File: config.mk
export PLATFORM = sky130hd
export DESIGN_NAME = irq_subsystem
export DESIGN_NICKNAME = d
export VERILOG_FILES = /design/src/irq_pkg.sv /design/src/periph_bus_if.sv /design/src/irq_subsystem.sv /design/src/mmio_bridge.sv /design/src/plic.sv /design/src/irq_timer.sv /design/src/irq_sync.sv
export SDC_FILE = /design/constraint.sdc
export NUM_CORES = 1
export LEC_CHECK = 0
export ABC_AREA = 1
export ABC_CLOCK_PERIOD_IN_PS = 4550
export BUFFER_PORTS_ARGS = -buffer_cell sky130_fd_sc_hd__buf_2
export CORE_MARGIN = 3
export CORE_UTILIZATION = 40
export DETAILED_ROUTE_END_ITERATION = 8
export GPL_TIMING_DRIVEN = 0
export MAX_ROUTING_LAYER = met4
export PLACE_DENSITY = 0.56
export SYNTH_ARGS = -nofsm -noshare
export SYNTH_HDL_FRONTEND = slang
export SYNTH_SLANG_ARGS = --single-unit
File: constraint.sdc
create_clock -name clk -period 4.55 [get_ports clk]
set_clock_uncertainty 0.15 [all_clocks]
set_input_delay 0.455 -clock clk [delete_from_list [all_inputs] [get_ports clk]]
set_output_delay 0.455 -clock clk [all_outputs]
set_load 0.01 [all_outputs]
File: src/irq_pkg.sv
`default_nettype none

package irq_pkg;

    // ==========================================================
    // bus widths
    // ==========================================================
    typedef logic [23:0] addr_t;  // byte address on the host bus
    typedef logic [31:0] data_t;  // one register word
    typedef logic [3:0]  strb_t;  // any nonzero strobe writes the whole register
    typedef logic [11:0] ofs_t;   // register offset inside a 4 KiB region

    // one bit per source above bit 0 of a data word
    localparam int unsigned MAX_SOURCES = 31;

    // ==========================================================
    // memory map, the region is picked by address bits 23 to 12
    // ==========================================================
    localparam addr_t PLIC_BASE  = 24'h000000;
    localparam addr_t TIMER_BASE = 24'h001000;

    localparam ofs_t PLIC_CLAIM_OFS   = 12'h000;
    localparam ofs_t PLIC_PENDING_OFS = 12'h004;
    localparam ofs_t PLIC_ENABLE_OFS  = 12'h008;

    localparam ofs_t TIMER_PERIOD_OFS = 12'h000;
    localparam ofs_t TIMER_CTRL_OFS   = 12'h004;
    localparam ofs_t TIMER_COUNT_OFS  = 12'h008;

    // the timer sits below the external lines in the source vector
    localparam int unsigned TIMER_SRC_ID = 1;

endpackage

`default_nettype wire
File: src/periph_bus_if.sv
`timescale 1ns/1ps
`default_nettype none

// single-cycle register access from the bridge to one peripheral
interface periph_bus_if
    import irq_pkg::*;
();

    logic  en;     // one-cycle access strobe
    strb_t we;     // zero for a read
    addr_t addr;
    data_t wdata;
    data_t rdata;  // held by the slave until its next read

    modport master (
        output en,
        output we,
        output addr,
        output wdata,
        input  rdata
    );

    modport slave (
        input  en,
        input  we,
        input  addr,
        input  wdata,
        output rdata
    );

endinterface

`default_nettype wire

File: src/irq_subsystem.sv
`timescale 1ns/1ps
`default_nettype none

module irq_subsystem
    import irq_pkg::*;
#(
    parameter int unsigned N_EXT = 4
) (
    input  logic             clk,
    input  logic             reset,
    // host request
    input  logic             req_valid_i,
    output logic             req_ready_o,
    input  addr_t            req_addr_i,
    input  strb_t            req_we_i,
    input  data_t            req_wdata_i,
    // host response
    output logic             rsp_valid_o,
    input  logic             rsp_ready_i,
    output data_t            rsp_rdata_o,
    // interrupt side, external bit 0 is source 2
    input  logic [N_EXT-1:0] ext_irq_i,
    output logic             irq_o,
    input  logic             iack_i,
    output logic [N_EXT-1:0] ext_iack_o
);

    logic [N_EXT-1:0] ext_sync;
    logic             timer_irq;
    logic [N_EXT+1:1] src_irq;
    logic [N_EXT+1:1] src_iack;

    periph_bus_if plic_bus ();
    periph_bus_if timer_bus ();

    // ==========================================================
    // source vector, timer first and external lines above it
    // ==========================================================
    assign src_irq[TIMER_SRC_ID]             = timer_irq;
    assign src_irq[N_EXT+1:TIMER_SRC_ID+1]   = ext_sync;
    assign ext_iack_o = src_iack[N_EXT+1:TIMER_SRC_ID+1];

    mmio_bridge bridge_inst (
        .clk         (clk),
        .reset       (reset),
        .req_valid_i (req_valid_i),
        .req_ready_o (req_ready_o),
        .req_addr_i  (req_addr_i),
        .req_we_i    (req_we_i),
        .req_wdata_i (req_wdata_i),
        .rsp_valid_o (rsp_valid_o),
        .rsp_ready_i (rsp_ready_i),
        .rsp_rdata_o (rsp_rdata_o),
        .plic_bus    (plic_bus.master),
        .timer_bus   (timer_bus.master)
    );

    irq_sync #(
        .WIDTH (N_EXT)
    ) sync_inst (
        .clk     (clk),
        .reset   (reset),
        .async_i (ext_irq_i),
        .sync_o  (ext_sync)
    );

    irq_timer timer_inst (
        .clk    (clk),
        .reset  (reset),
        .iack_i (src_iack[TIMER_SRC_ID]),
        .irq_o  (timer_irq),
        .bus    (timer_bus.slave)
    );

    plic #(
        .SRC_CNT (N_EXT + 1)
    ) plic_inst (
        .clk    (clk),
        .reset  (reset),
        .irq_i  (src_irq),
        .iack_i (iack_i),
        .irq_o  (irq_o),
        .iack_o (src_iack),
        .bus    (plic_bus.slave)
    );

endmodule

`default_nettype wire

File: src/mmio_bridge.sv
`timescale 1ns/1ps
`default_nettype none

module mmio_bridge
    import irq_pkg::*;
(
    input  logic          clk,
    input  logic          reset,
    input  logic          req_valid_i,
    output logic          req_ready_o,
    input  addr_t         req_addr_i,
    input  strb_t         req_we_i,
    input  data_t         req_wdata_i,
    output logic          rsp_valid_o,
    input  logic          rsp_ready_i,
    output data_t         rsp_rdata_o,
    periph_bus_if.master  plic_bus,
    periph_bus_if.master  timer_bus
);

    logic hit_plic;
    logic hit_timer;
    logic accept;
    logic rsp_valid_q;
    logic rd_q;         // the held response belongs to a read
    logic sel_plic_q;
    logic sel_timer_q;

    // ==========================================================
    // decode and strobe
    // ==========================================================
    assign hit_plic  = (req_addr_i[23:12] == PLIC_BASE[23:12]);
    assign hit_timer = (req_addr_i[23:12] == TIMER_BASE[23:12]);

    assign req_ready_o = ~rsp_valid_q;  // one access in flight at most
    assign accept      = req_valid_i & req_ready_o;

    assign plic_bus.en    = accept & hit_plic;
    assign plic_bus.we    = req_we_i;
    assign plic_bus.addr  = req_addr_i;
    assign plic_bus.wdata = req_wdata_i;

    assign timer_bus.en    = accept & hit_timer;
    assign timer_bus.we    = req_we_i;
    assign timer_bus.addr  = req_addr_i;
    assign timer_bus.wdata = req_wdata_i;

    // ==========================================================
    // response hold
    // ==========================================================
    always_ff @(posedge clk) begin
        if (reset == 1'b1) begin
            rsp_valid_q <= 1'b0;
            rd_q        <= 1'b0;
            sel_plic_q  <= 1'b0;
            sel_timer_q <= 1'b0;
        end
        else if (accept) begin
            rsp_valid_q <= 1'b1;
            rd_q        <= (req_we_i == '0);
            sel_plic_q  <= hit_plic;
            sel_timer_q <= hit_timer;
        end
        else if (rsp_ready_i) begin
            rsp_valid_q <= 1'b0;
        end
    end

    assign rsp_valid_o = rsp_valid_q;

    // the slaves keep rdata until their next read, which cannot come while held
    always_comb begin
        rsp_rdata_o = '0;
        if (rd_q && sel_plic_q) begin
            rsp_rdata_o = plic_bus.rdata;
        end
        else if (rd_q && sel_timer_q) begin
            rsp_rdata_o = timer_bus.rdata;
        end
    end

    a_no_accept_held: assert property (@(posedge clk) disable iff (reset)
        rsp_valid_o |-> !(plic_bus.en || timer_bus.en));

    a_rsp_stable: assert property (@(posedge clk) disable iff (reset)
        (rsp_valid_o && !rsp_ready_i) |=> (rsp_valid_o && $stable(rsp_rdata_o)));

endmodule

`default_nettype wire

File: src/plic.sv
`timescale 1ns/1ps
`default_nettype none

module plic
    import irq_pkg::*;
#(
    parameter int unsigned SRC_CNT = 5
) (
    input  logic               clk,
    input  logic               reset,
    input  logic [SRC_CNT:1]   irq_i,  // source 1 in the lowest bit
    input  logic               iack_i,
    output logic               irq_o,
    output logic [SRC_CNT:1]   iack_o,
    periph_bus_if.slave        bus
);

    // wide enough for every source number plus the zero for none
    localparam int unsigned ID_W = $clog2(SRC_CNT + 1);

    logic [SRC_CNT:1] ip_q;       // pending, level sampled
    logic [SRC_CNT:1] ie_q;       // enable
    logic [SRC_CNT:1] active;
    logic [SRC_CNT:1] winner_oh;
    logic [ID_W-1:0]  winner_id;
    logic [ID_W-1:0]  claim_q;
    data_t            rd_word;

    if (SRC_CNT > MAX_SOURCES) begin : g_src_check
        $error("plic: SRC_CNT does not fit the data word");
    end

    // ==========================================================
    // pending sampling and source selection
    // ==========================================================
    always_ff @(posedge clk) begin
        if (reset == 1'b1) begin
            ip_q <= '0;
        end
        else begin
            ip_q <= irq_i;
        end
    end

    assign active    = ip_q & ie_q;
    assign winner_oh = active & (~active + 1'b1);  // isolates the lowest set bit

    // walk down so that the lowest-numbered source is assigned last
    always_comb begin
        winner_id = '0;
        for (int i = SRC_CNT; i >= 1; i--) begin
            if (active[i]) begin
                winner_id = ID_W'(i);
            end
        end
    end

    always_ff @(posedge clk) begin
        if (reset == 1'b1) begin
            claim_q <= '0;
        end
        else if (iack_i) begin
            claim_q <= winner_id;
        end
    end

    assign irq_o  = (|active) & ~iack_i;
    assign iack_o = iack_i ? winner_oh : '0;

    // ==========================================================
    // register access
    // ==========================================================
    always_ff @(posedge clk) begin
        if (reset == 1'b1) begin
            ie_q <= '0;
        end
        else if (bus.en && (bus.we != '0) && (bus.addr[11:0] == PLIC_ENABLE_OFS)) begin
            ie_q <= bus.wdata[SRC_CNT:1];
        end
    end

    // bit k of pending and enable reads as source k, bit 0 stays zero
    always_comb begin
        rd_word = '0;
        case (bus.addr[11:0])
            PLIC_CLAIM_OFS:   rd_word[ID_W-1:0] = claim_q;
            PLIC_PENDING_OFS: rd_word[SRC_CNT:1] = ip_q;
            PLIC_ENABLE_OFS:  rd_word[SRC_CNT:1] = ie_q;
            default:          ;
        endcase
    end

    always_ff @(posedge clk) begin
        if (bus.en && (bus.we == '0)) begin
            bus.rdata <= rd_word;
        end
    end

    a_iack_onehot: assert property (@(posedge clk) disable iff (reset)
        $onehot0(iack_o));

    a_iack_gated: assert property (@(posedge clk) disable iff (reset)
        !iack_i |-> (iack_o == '0));

endmodule

`default_nettype wire

File: src/irq_timer.sv
`timescale 1ns/1ps
`default_nettype none

module irq_timer
    import irq_pkg::*;
(
    input  logic               clk,
    input  logic               reset,
    input  logic               iack_i,
    output logic               irq_o,
    periph_bus_if.slave        bus
);

    data_t period_q;
    data_t count_q;
    logic  enable_q;
    logic  fired_q;
    logic  wr;
    logic  rd;
    logic  ctrl_wr;
    data_t rd_word;

    assign wr      = bus.en && (bus.we != '0);
    assign rd      = bus.en && (bus.we == '0);
    assign ctrl_wr = wr && (bus.addr[11:0] == TIMER_CTRL_OFS);

    // ==========================================================
    // programmable registers
    // ==========================================================
    always_ff @(posedge clk) begin
        if (reset == 1'b1) begin
            period_q <= '0;
            enable_q <= 1'b0;
        end
        else if (wr) begin
            if (bus.addr[11:0] == TIMER_PERIOD_OFS) begin
                period_q <= bus.wdata;
            end
            if (ctrl_wr) begin
                enable_q <= bus.wdata[0];
            end
        end
    end

    // ==========================================================
    // counter and interrupt flag
    // ==========================================================
    always_ff @(posedge clk) begin
        if (reset == 1'b1) begin
            count_q <= '0;
            fired_q <= 1'b0;
        end
        else begin
            if (iack_i) begin
                fired_q <= 1'b0;  // a new expiry below still wins
            end
            if (ctrl_wr) begin
                count_q <= '0;  // reprogramming restarts the interval
            end
            else if (enable_q && (period_q != '0)) begin
                if (count_q >= period_q - 1'b1) begin
                    count_q <= '0;
                    fired_q <= 1'b1;
                end
                else begin
                    count_q <= count_q + 1'b1;
                end
            end
        end
    end

    assign irq_o = fired_q;  // level until acknowledged

    always_comb begin
        rd_word = '0;
        case (bus.addr[11:0])
            TIMER_PERIOD_OFS: rd_word = period_q;
            TIMER_CTRL_OFS:   rd_word[1:0] = {fired_q, enable_q};
            TIMER_COUNT_OFS:  rd_word = count_q;
            default:          ;
        endcase
    end

    always_ff @(posedge clk) begin
        if (rd) begin
            bus.rdata <= rd_word;
        end
    end

    // a disabled timer must stay silent
    a_no_fire_disabled: assert property (@(posedge clk) disable iff (reset)
        $rose(irq_o) |-> enable_q);

endmodule

`default_nettype wire

File: src/irq_sync.sv
`timescale 1ns/1ps
`default_nettype none

module irq_sync #(
    parameter int unsigned WIDTH = 1
) (
    input  logic             clk,
    input  logic             reset,
    input  logic [WIDTH-1:0] async_i,
    output logic [WIDTH-1:0] sync_o
);

    // each line is independent, so no bus coherency is implied
    logic [WIDTH-1:0] meta_q;
    logic [WIDTH-1:0] sync_q;

    // ==========================================================
    // two flops per line
    // ==========================================================
    always_ff @(posedge clk) begin
        if (reset == 1'b1) begin
            meta_q <= '0;
            sync_q <= '0;
        end
        else begin
            meta_q <= async_i;  // may go metastable
            sync_q <= meta_q;   // settled by the second edge
        end
    end

    assign sync_o = sync_q;

endmodule

`default_nettype wire

Word-level counts from Yosys, hierarchy flattened:

Index checks and enable logic that the tools add are counted.

* flip-flop bits (word level): 129
* input bits: 69
* output and inout bits: 39
* word-level logic and storage cells: 70

* add/sub/neg operators: 3
* magnitude comparators: 1
* eq/ne operators: 3
* mux-type cells: 19
* bitwise operators: 9
* reduce and logical (&&, ||, !) cells: 19

Operators with widths (number)
* two-way mux 32 bit: 3
* case mux 30 bit (2 select lines): 1
* adder 32 x 1 -> 32 bit, second input constant: 1
* >= comparator 32 bit: 1
* nonzero test 32 bit: 1
* subtractor 32 x 1 -> 32 bit, second input constant: 1
* logical NOT 12 bit: 2
* two-way mux 3 bit: 5
* equality test 12 x 1 -> 1 bit, second input constant: 1
* equality test 12 x 3 -> 1 bit, second input constant: 1
* equality test 12 x 4 -> 1 bit, second input constant: 1
* case mux 2 bit (3 select lines): 2
* bitwise AND 5 bit: 2
* logical AND 1 bit: 9
* two-way mux 1 bit: 6
* case mux 3 bit (2 select lines): 1
* adder 5 x 1 -> 5 bit, second input constant: 1
* two-way mux 5 bit: 1
* NOT 5 bit: 1
* OR reduction 5 bit: 1
* bitwise AND 1 bit: 4
* logical NOT 4 bit: 1
* AND reduction 2 bit: 2
* nonzero test 4 bit: 1
* 3 further kinds: 4

Depth between registers and ports, before layout:

Gate-level depths: netlist of run 1.

* depth in word-level cells: 9
* mapped depth: 22
* depth with buffers taken out: 21

Cells and area by module:

A second synthesis of run 1 with hierarchy kept.

* cells, all modules: 1250
* area, all modules: 9141.3 um2

By module, submodules not included
* irq_timer: times used 1, cells each 798, area an instance 5936.9 um2, sequential area each 2282.2 um2
* mmio_bridge: times used 1, cells each 270, area an instance 1785.5 um2, sequential area each 80.1 um2
* plic: times used 1, cells each 157, area an instance 1187.4 um2, sequential area each 440.4 um2
* irq_sync: times used 1, cells each 25, area an instance 231.5 um2, sequential area each 160.2 um2

Least setup slack after synthesis of run 1:

Ideal clock, no wire load.

* path kind: input -> register
* start point: input req_addr_i[16]
* end point: register timer_inst.bus.rdata[0] (enable)
* library setup time: 0.421 ns
* arrival time: 2.490 ns
* required time: 3.979 ns
* setup slack: 1.489 ns
* stages on the path: 4
* buffers on the path: 0
* cells stage by stage: nor4_1 -> nand4_1 -> or2_2 -> nor2_1

* cells in the longest elaborated chain, start to end: 3

Ends and longest elaborated chain
* start, declared: line irq_subsystem.sv:14 `input addr_t req_addr_i,`
* equality test 12 x 1 -> 1 bit: line mmio_bridge.sv:33 `assign hit_timer = (req_addr_i[23:12] == TIMER_BASE[23:12]);`
* bitwise AND 1 bit: line mmio_bridge.sv:43 `assign timer_bus.en = accept & hit_timer;`
* logical AND 1 bit: line irq_timer.sv:24 `assign rd = bus.en && (bus.we == '0);`
* net timer_inst.rd: line irq_timer.sv:19 `logic rd;`
* end signal, assigned: line irq_timer.sv:86 `bus.rdata <= rd_word;`
* end, declared: line periph_bus_if.sv:28 `output rdata`

The timed path passes the listed nets, and every way through them passes these cells.
A chain may end at the register's enable or synchronous reset.

Final worst setup path of run 1:

* start point: register timer_inst.period_q[2]
* end point: register timer_inst.count_q[24]

* cells in the longest elaborated chain, start to end: 3
* elaborated cells between the ends (all ways): 5
* classes of those cells: add/sub: 1; order compare: 1; mux: 1; reduce/logical: 2

Ends and longest elaborated chain
* start, declared: line irq_timer.sv:14 `data_t period_q;`
* start signal, assigned: line irq_timer.sv:37 `period_q <= bus.wdata;`
* subtractor 32 x 1 -> 32 bit: line irq_timer.sv:61 `if (count_q >= period_q - 1'b1) begin`
* >= comparator 32 bit: line irq_timer.sv:61
* two-way mux 32 bit: line irq_timer.sv:61
* end signal, assigned: line irq_timer.sv:66 `count_q <= count_q + 1'b1;`
* end, declared: line irq_timer.sv:15 `data_t count_q;`

Several ways; a longest one is shown, not always the timed one.

==> flow_metrics.py, run 1 <==
metrics = {
    "cells_and_area": {
        "synthToLayoutAreaGrowth_pct": 19.3,
        "fin_nets": 1246,
        "drive_above_1_share": 0.163,
        "diodes": 0,
        "fin_cells": 1384,
    },
    "cts": {
        "htreeDepth": 4,
        "cts_root_buf": "clkbuf_16",
        "cts_buffers": 17,
        "tritoncts": "built",
        "cts_resized": 0,
        "cts.sink_count": 129,
        "max-clock-path-buffers": 2,
        "cts_setup_buffers": 0,
        "cts-hold-fix-buffers": 0,
        "cts.reportedPaths.clkPinSlew_ps": 60,
        "clock_latency_ps": 430,
    },
    "global_routing": {
        "track_usage": 0.224,
        "antenna_found_initial": 0,
        "first_global_vias": 6476,
        "grt.overflow.total": 0,
        "grt_pass1_wl_um": 34100,
        "grt_max_degree": 33,
    },
    "synthesis": {
        "yosysUniqueCellTypes": 40,
        "synthesis.nets": 1121,
        "netlist.area_leader.share": 0.243,
        "yosysSeqAreaShare": 0.396,
        "synth_area_leader_cell": "dfxtp_1",
        "syn_avg_cell_area_um2": 7.36,
        "synth-main-ff-cell": "dfxtp_1",
        "ys_ff_latch": 129,
        "syn_area_mm2": 0.00749,
        "synthTopCellsByCount": "inv_1, nand2_1, nor2_1",
        "synth-edff-count": 38,
        "async_flop_share": 0,
        "synth_cells": 1017,
        "ys_warn_count": 0,
        "synthTopCellsByArea": "dfxtp_1, edfxtp_1, inv_1, nand2_1, nor2_1",
    },
    "die": {
        "initial_core_util": 0.413,
        "die_h_um": 143,
        "boundaryPins": 108,
        "core_area_mm2": 0.0181,
        "die_area_mm2": 0.0204,
        "rows": 49,
        "die_x_um": 143,
    },
    "timing": {
        "max_freq_mhz": 273,
        "slew_viol_final": 0,
        "rsz0062_at_grt": "no",
        "setup-violations-final": 0,
        "fin_crit_sh": 0.806,
        "setup_tns_ps": 0,
        "fin_ws_ps": 883,
        "maxSlewHeadroom": 0.433,
        "tightest_slew_ps": 848,
        "hold_viol": 0,
        "min_period_ps": 3670,
    },
    "worst_setup_path": {
        "crit_chain": "nor2_2, nand2_1, nor2_4, nand4_4, nor2_4, nand3_1, nor2_1, xor2_1, ha_1, a21oi_1, o21ai_0, nand2_1, nand2_1, nor2_1, nand2_1, nand2_2, nand2_4, buf_6, nor2_1",
        "crit_buf_inv": 1,
        "cp-end-kind": "flip-flop",
        "cp.required_ps": 4770,
        "worstPathArrival_ps": 3890,
        "critical_path_class": "flip-flop to flip-flop",
        "crit_family": "simple AND/OR/NAND/NOR gates",
        "path_max_fanout": 10,
        "cpMostUsedCell": "nand2_1",
        "crit_path_top_delay_cell": "nor2_1",
        "max_stage_delay_ps": 420,
        "critPathLaunchType": "flip-flop",
    },
    "place": {
        "portBuffers": 106,
        "post-place-cells": 1352,
        "hpwl_um": 17300,
        "place_ws_ps": 925,
        "gp_congestion": 0.925,
    },
    "power_and_ir_drop": {
        "powerDensity_mw_per_mm2": 303,
        "peakVddDrop_v": 0.000241,
        "p_leak_nw": 4.35,
    },
    "route": {
        "ant_nets": 0,
        "route.layer.met1.wl_um": 11000,
        "wl_met2_um": 9040,
        "via_count": 6933,
        "routed-wl-met3_um": 1580,
        "drcViolationCount": 0,
        "drt-pass1-iter-count": 5,
        "drt-total-wl_um": 21900,
        "top_layer_used": "met4",
        "drt_iter0_drc": 565,
        "wl_per_cell_um": 15.8,
        "vias_per_cell": 5.01,
    },
    "run": {
        "maxCapViolCount": 0,
    },
    "status": {
        "outcome": "completed",
    },
    "worst_hold_path": {
        "min-delay-path-class": "primary input to flip-flop",
    },
}
==> cells in the final DEF (no fill, tap or decap), drive strengths merged <==
| cell | instances |
|---|---|
| a21oi | 56 |
| nor3b | 3 |
| buf | 112 |
| clkbuf | 41 |
| nand3b | 2 |
| clkinv | 4 |
| clkinvlp | 2 |
| nand3 | 47 |
| dfxtp | 91 |
| a21o | 2 |
| bufinv | 3 |
| xor2 | 35 |
| nand4 | 25 |
| o22ai | 34 |
| nor4 | 7 |
| nor2 | 172 |
| o21ai | 56 |
| nor3 | 24 |
| a31oi | 1 |
| o221ai | 4 |
| ha | 35 |
| o21a | 2 |
| xnor2 | 1 |
| edfxtp | 38 |
| or2 | 2 |
| inv | 180 |
| nand2 | 176 |
==> stage by stage <==
stage | cell area [um2] | util | hold WS (ps) | power (mW)
finish | 8930 | 0.492 | 76.0 | 2.71
global route | 8930 | 0.492 | 85.1 | 2.79
detailed placement | 8310 | 0.458 | 243 | 1.29
CTS | 8930 | 0.492 | 62.8 | 2.74
floorplan | 7490 | - | 238 | 1.24
global placement | 8300 | 0.458 | 244 | 1.29
==> layer usage <==
layer,up-vias,track usage
met5,-,-
met4,0,0.0645
met3,23,0.0419
met2,226,0.319
met1,3122,0.323
li1,3562,-
==> path summary, 6_finish.rpt <==
path / start / cells after the start / slack (ps) / to
max: timer_inst.period_q[2] / 19 / 880 / timer_inst.count_q[24]
max reg2reg: timer_inst.period_q[2] / 19 / 880 / timer_inst.count_q[24]
min: ext_irq_i[0] / 3 / 80 / sync_inst.meta_q[0]
min reg2reg: sync_inst.meta_q[2] / 2 / 250 / sync_inst.sync_o[2]
==> power breakdown <==
group,total [mW],internal (mW),switching (mW),leakage [nW]
combinational,0.0808,0.0336,0.0473,3.03
sequential,1.18,1.18,0.00221,1.02
clock,1.44,0.878,0.566,0.300
total,2.71,2.09,0.616,4.35
==> logic make-up after synthesis <==
logic type	Yosys count	share of synthesized area
buffers and inverters	204	0.106
flip-flops	129	0.396
AND/OR/NAND/NOR	458	0.284
XOR/XNOR	36	0.0421
AO/OA/AOI/OAI	155	0.113
adder cells (fa/ha/maj)	35	0.0585
==> sequential cells by signal (all words and copies together), names as in the netlist <==
name                     count
bridge_inst.rsp_valid_o      1
plic_inst.bus.rdata          6
timer_inst.count_q          32
plic_inst.claim_q            3
plic_inst.ie_q               5
bridge_inst.sel_timer_q      1
bridge_inst.sel_plic_q       1
bridge_inst.rd_q             1
sync_inst.sync_o             4
timer_inst.enable_q          1
timer_inst.bus.rdata        32
plic_inst.ip_q               5
timer_inst.irq_o             1
timer_inst.period_q         32
sync_inst.meta_q             4
==> cell type report <==
cell class	count	area, um2
clock buffer	17	425
multi-input combinational	684	3730
tap	229	287
buffer	30	143
inverter	174	653
sequential	129	2960
clock inverter	15	196
timing repair buffer	106	531
fill	1832	9220
==> worst register-to-register path, delay by kind of cell, from the launching register on <==
family                   cells  cell delay, ps
adder cells (fa/ha/maj)      1             310
flip-flops                   1             370
AO/OA/AOI/OAI                2             260
buffers and inverters        1             190
XOR/XNOR                     1             240
AND/OR/NAND/NOR             14            2090
Power figures use the tool's default switching activity.
==> run 2: changes to the inputs <==
- ABC_CLOCK_PERIOD_IN_PS: 4550 -> 3670
- clock period: 4.55 -> 3.67 ns (I/O delays scaled with it)
==> flow_metrics.py, run 2 (synthesis gave the netlist of run 1 again) <==
metrics = {
    "place": {
        "portBuffers": 106,
        "gp_congestion": 0.925,
        "place_ws_ps": 44.7,
        "dpl_cell_area_mm2": 0.00831,
        "hpwl_um": 17300,
    },
    "cells_and_area": {
        "fin_nets": 1254,
        "reg_top3": "timer_inst.bus.rdata x32, timer_inst.count_q x32, timer_inst.period_q x32",
        "fin_util": 0.498,
        "design_area_mm2": 0.00903,
        "layout_common_cells": "inv_1, nand2_1, nor2_1",
        "drive_above_1_share": 0.169,
        "nFillCells": 1828,
        "synthToLayoutAreaGrowth_pct": 20.7,
        "diodes": 0,
    },
    "global_routing": {
        "track_usage": 0.225,
        "grt_max_degree": 33,
        "grt.overflow.total": 0,
        "grt.met3_usage": 0.0419,
        "grt_pass1_wl_um": 34200,
        "busiest_layer": "met1",
        "gr-usage-met2": 0.321,
        "grt_util_met1": 0.323,
        "first_global_vias": 6502,
        "antenna_found_initial": 0,
    },
    "cts": {
        "cts_buffers": 17,
        "tritoncts": "built",
        "clock_latency_ps": 430,
        "htreeDepth": 4,
        "max-clock-path-buffers": 2,
        "cts.reportedPaths.clkPinSlew_ps": 60,
        "cts.sink_count": 129,
        "cts_root_buf": "clkbuf_16",
    },
    "die": {
        "die_h_um": 143,
        "die_area_mm2": 0.0204,
        "initial_core_util": 0.413,
        "boundaryPins": 108,
        "die_x_um": 143,
        "rows": 49,
        "core_area_mm2": 0.0181,
    },
    "route": {
        "drt-pass1-iter-count": 7,
        "drt_iter0_drc": 526,
        "drt-total-wl_um": 22000,
        "ant_nets": 0,
        "via_count": 6969,
        "vias_per_cell": 5.01,
        "drcViolationCount": 0,
        "wl_per_cell_um": 15.8,
    },
    "power_and_ir_drop": {
        "powerDensity_mw_per_mm2": 372,
        "peakVddDrop_v": 0.000320,
        "p_leak_nw": 4.39,
        "fin_total_pwr_mw": 3.36,
    },
    "timing": {
        "fin_ws_ps": 248,
        "tightest_slew_ps": 848,
        "max_freq_mhz": 292,
        "maxSlewHeadroom": 0.433,
        "min_period_ps": 3420,
        "hold_ws_ps": 49.4,
        "slew_viol_final": 0,
        "fin_crit_sh": 0.933,
        "hold_viol": 0,
        "setup-violations-final": 0,
    },
    "worst_hold_path": {
        "min-delay-path-class": "primary input to flip-flop",
    },
    "run": {
        "maxCapViolCount": 0,
    },
    "worst_setup_path": {
        "path_max_fanout": 10,
        "cp-end-kind": "flip-flop",
        "critical_path_class": "flip-flop to flip-flop",
        "cp.required_ps": 3850,
        "worstPathArrival_ps": 3600,
        "critPathLaunchType": "flip-flop",
    },
    "status": {
        "outcome": "completed",
    },
}
[run 2: metal layers]
layer	wire, um	share of wire	vias up
met1	11100	0.50	3153
met4	370	0.017	0
met5	0	0	-
met3	1490	0.067	25
li1	-	-	3578
met2	9100	0.41	213
[run 2: per-stage QoR]
stage                     std cells  TNS [ps]
after global placement         1352     -1290
after detailed placement       1352         0
final                          1392         0
after CTS                      1388         0
after global routing           1392     -28.9
after floorplan                1017         0
[run 2: worst paths after layout]
kind                                        startpoint                     end  slack, ps  depth (start not counted)
worst min-delay path                    req_wdata_i[2]       plic_inst.ie_q[2]         50                          3
worst max-delay path            timer_inst.period_q[1]  timer_inst.count_q[24]        250                         19
worst max register to register  timer_inst.period_q[1]  timer_inst.count_q[24]        250                         19
worst min register to register     sync_inst.meta_q[2]     sync_inst.sync_o[2]        250                          2
[run 2: critical path: stages, from the launching register on]
cell     delay [ps]
dfxtp_1         340
inv_1           110
ha_1            210
nand2_2         110
nor2_4          200
nand3_4         130
nor3_4          210
nand3_1         150
xor2_1          190
ha_1            270
nand2_1          60
nor2_1          150
nand4_1         190
nor2_2          180
nand2_2         120
nand2_1          90
nand2_2          70
nand2_4         150
buf_6           180
nor2_1           60
[run 2: power by group]
group          leakage (nW)  internal (mW)  switching [mW]
logic                  3.07         0.0444          0.0596
clock network         0.300           1.09           0.702
registers              1.02           1.47         0.00272
total                  4.39           2.60           0.765
[run 2: final cells by class]
class	instances	area, um2	area share
Inverter	174	653	0.0723
Clock buffer	17	425	0.0471
Sequential cell	129	2960	0.328
Buffer	30	143	0.0158
Timing Repair Buffer	114	601	0.0665
Tap cell	229	287	0.0317
Clock inverter	15	196	0.0217
Multi-Input combinational cell	684	3760	0.417
[run 2: repair_timing]
| item | 4_1_cts | 5_1_grt |
|---|---|---|
| endpoints found under the setup margin | 0 | 28 |
| hold buffers | 4 | 0 |
| endpoints found under the hold margin | 4 | 0 |
| gates resized for setup | 0 | 8 |
| buffers inserted | 0 | 4 |
==> run 3: changes to the inputs <==
- CELL_PAD_IN_SITES_DETAIL_PLACEMENT: default -> 2
- CELL_PAD_IN_SITES_GLOBAL_PLACEMENT: default -> 2
- CORE_UTILIZATION: 40 -> 33
- PLACE_DENSITY: 0.56 -> 0.77
==> flow_metrics.py, run 3 (synthesis gave the netlist of run 1 again) <==
metrics = {
    "worst_setup_path": {
        "worstPathArrival_ps": 3670,
        "max_stage_delay_ps": 380,
        "path_max_fanout": 10,
        "critical_path_class": "flip-flop to flip-flop",
        "crit_chain": "nor2_4, nand2_1, nor2_4, nand4_4, nor2_4, nand4_1, nor2_2, xor2_1, ha_1, a21oi_1, o21ai_0, nand2_1, nand2_1, nor2_4, nand2_1, nand2_2, nand2_8, buf_8, nor2_1",
        "cp.required_ps": 3880,
        "crit_path_top_delay_cell": "dfxtp_1",
        "critPathLaunchType": "flip-flop",
        "cp-end-kind": "flip-flop",
    },
    "place": {
        "place_ws_ps": -169,
        "hpwl_um": 22400,
        "dpl_cell_area_mm2": 0.00837,
        "gp_congestion": 0.929,
        "portBuffers": 106,
    },
    "cells_and_area": {
        "synthToLayoutAreaGrowth_pct": 23.6,
        "nFillCells": 2607,
        "reg_top3": "timer_inst.bus.rdata x32, timer_inst.count_q x32, timer_inst.period_q x32",
        "drive_above_1_share": 0.183,
        "multi_input_area_mm2": 0.00381,
        "register_area_mm2": 0.00296,
        "design_area_mm2": 0.00925,
        "fin_util": 0.420,
        "layout_common_cells": "inv_1, nand2_1, nor2_1",
        "fin_nets": 1265,
    },
    "die": {
        "die_area_mm2": 0.0245,
        "die_x_um": 157,
        "core_area_mm2": 0.0220,
        "initial_core_util": 0.340,
        "rows": 54,
        "die_h_um": 157,
        "boundaryPins": 108,
    },
    "route": {
        "drcViolationCount": 0,
        "wl_per_cell_um": 20.1,
        "drt-pass1-iter-count": 5,
        "drt_iter0_drc": 321,
        "drt-total-wl_um": 29300,
        "ant_nets": 0,
        "via_count": 7401,
        "vias_per_cell": 5.09,
    },
    "cts": {
        "clock_latency_ps": 430,
        "cts.reportedPaths.clkPinSlew_ps": 60,
        "cts_buffers": 17,
        "htreeDepth": 4,
        "cts.sink_count": 129,
        "max-clock-path-buffers": 2,
        "tritoncts": "built",
        "cts_root_buf": "clkbuf_16",
    },
    "power_and_ir_drop": {
        "powerDensity_mw_per_mm2": 374,
        "fin_total_pwr_mw": 3.46,
        "peakVddDrop_v": 0.000290,
        "p_seq_frac": 0.425,
        "p_comb_frac": 0.033,
        "p_int_mw": 2.66,
        "netSwitchingFraction": 0.229,
        "p_leak_nw": 4.48,
        "switchingPower_uw": 792,
        "clkPwrFrac": 0.542,
    },
    "global_routing": {
        "gr-usage-met2": 0.403,
        "busiest_layer": "met2",
        "grt.met3_usage": 0.0371,
        "antenna_found_initial": 1,
        "grt_pass1_wl_um": 45800,
        "grt_util_met1": 0.334,
        "track_usage": 0.251,
        "grt.overflow.total": 0,
        "grt_max_degree": 33,
        "first_global_vias": 8049,
    },
    "timing": {
        "setup_tns_ps": 0,
        "max_freq_mhz": 289,
        "setup-violations-final": 0,
        "maxSlewHeadroom": 0.340,
        "hold_viol": 0,
        "min_period_ps": 3450,
        "fin_crit_sh": 0.941,
        "slew_viol_final": 0,
        "fin_ws_ps": 215,
        "tightest_slew_ps": 988,
    },
    "run": {
        "maxCapViolCount": 0,
    },
    "status": {
        "outcome": "completed",
    },
    "worst_hold_path": {
        "min-delay-path-class": "primary input to flip-flop",
    },
}
## run 3: cell types whose count changed in the layout (fill, tap and decap cells not counted), sizes merged
cell      previous run  this run
buf                116       127
bufinv               3         4
clkbuf              41        42
clkinv               4         6
clkinvlp             2         0
diode                0         1
inv                180       178
## run 3: power by group through the flow
stage	Sequential, mW	Combinational (mW)	Clock [mW]
finish	1.47	0.115	1.87
global placement	1.50	0.103	0
CTS	1.47	0.112	1.90
floorplan	1.50	0.0408	0
detailed placement	1.50	0.107	0
global route	1.47	0.128	1.97
## run 3: worst paths after layout
check,from,endpoint,slack [ps],cells past startpoint
setup / recovery,timer_inst.period_q[3],timer_inst.count_q[21],220,19
hold / removal,req_wdata_i[2],plic_inst.ie_q[2],50,3
setup reg to reg,timer_inst.period_q[3],timer_inst.count_q[21],220,19
hold reg to reg,sync_inst.meta_q[3],sync_inst.sync_o[3],250,2
## run 3: cell type report
| cell class | instances | area share |
|---|---|---|
| clock inverters | 14 | 0.0219 |
| diodes | 1 | 0.000271 |
| repair buffers | 125 | 0.0752 |
| flip-flops and latches | 129 | 0.320 |
| plain buffers | 30 | 0.0158 |
| well taps | 280 | 0.0379 |
| inverters | 174 | 0.0706 |
| clock buffers | 18 | 0.0464 |
| multi-input cells | 684 | 0.411 |
## run 3: metrics by stage
stage | hold WS, ps | cells
5_1_grt | 51.6 | 1455
3_5_place_dp | 247 | 1403
3_3_place_gp | 240 | 1403
2_1_floorplan | 238 | 1017
4_1_cts | 44.2 | 1439
6_report | 52.3 | 1455
## run 3: timing repair
action	4_1_cts	5_1_grt
hold buffers	4	0
hold endpoints to repair	4	0
pin swaps	0	8
gates resized for setup	8	13
setup endpoints to repair	25	28
buffers inserted	0	15
cloned	0	0
## run 3: worst max-delay path, delay by kind of cell (launching register included)
kind	cells	cell delay, ps
and+or+nand+nor	14	1930
adders and majority gates	1	280
buffers and inverters	1	180
xor gates and xnor gates	1	220
AOI/OAI and AO/OA	2	230
DFF	1	380
## run 3: layer usage
metal  wire, um  vias to the layer above
li1           -                     3588
met1      13900                     3645
met2      13900                      143
met3       1100                       25
met4        433                        0
met5          0                        -
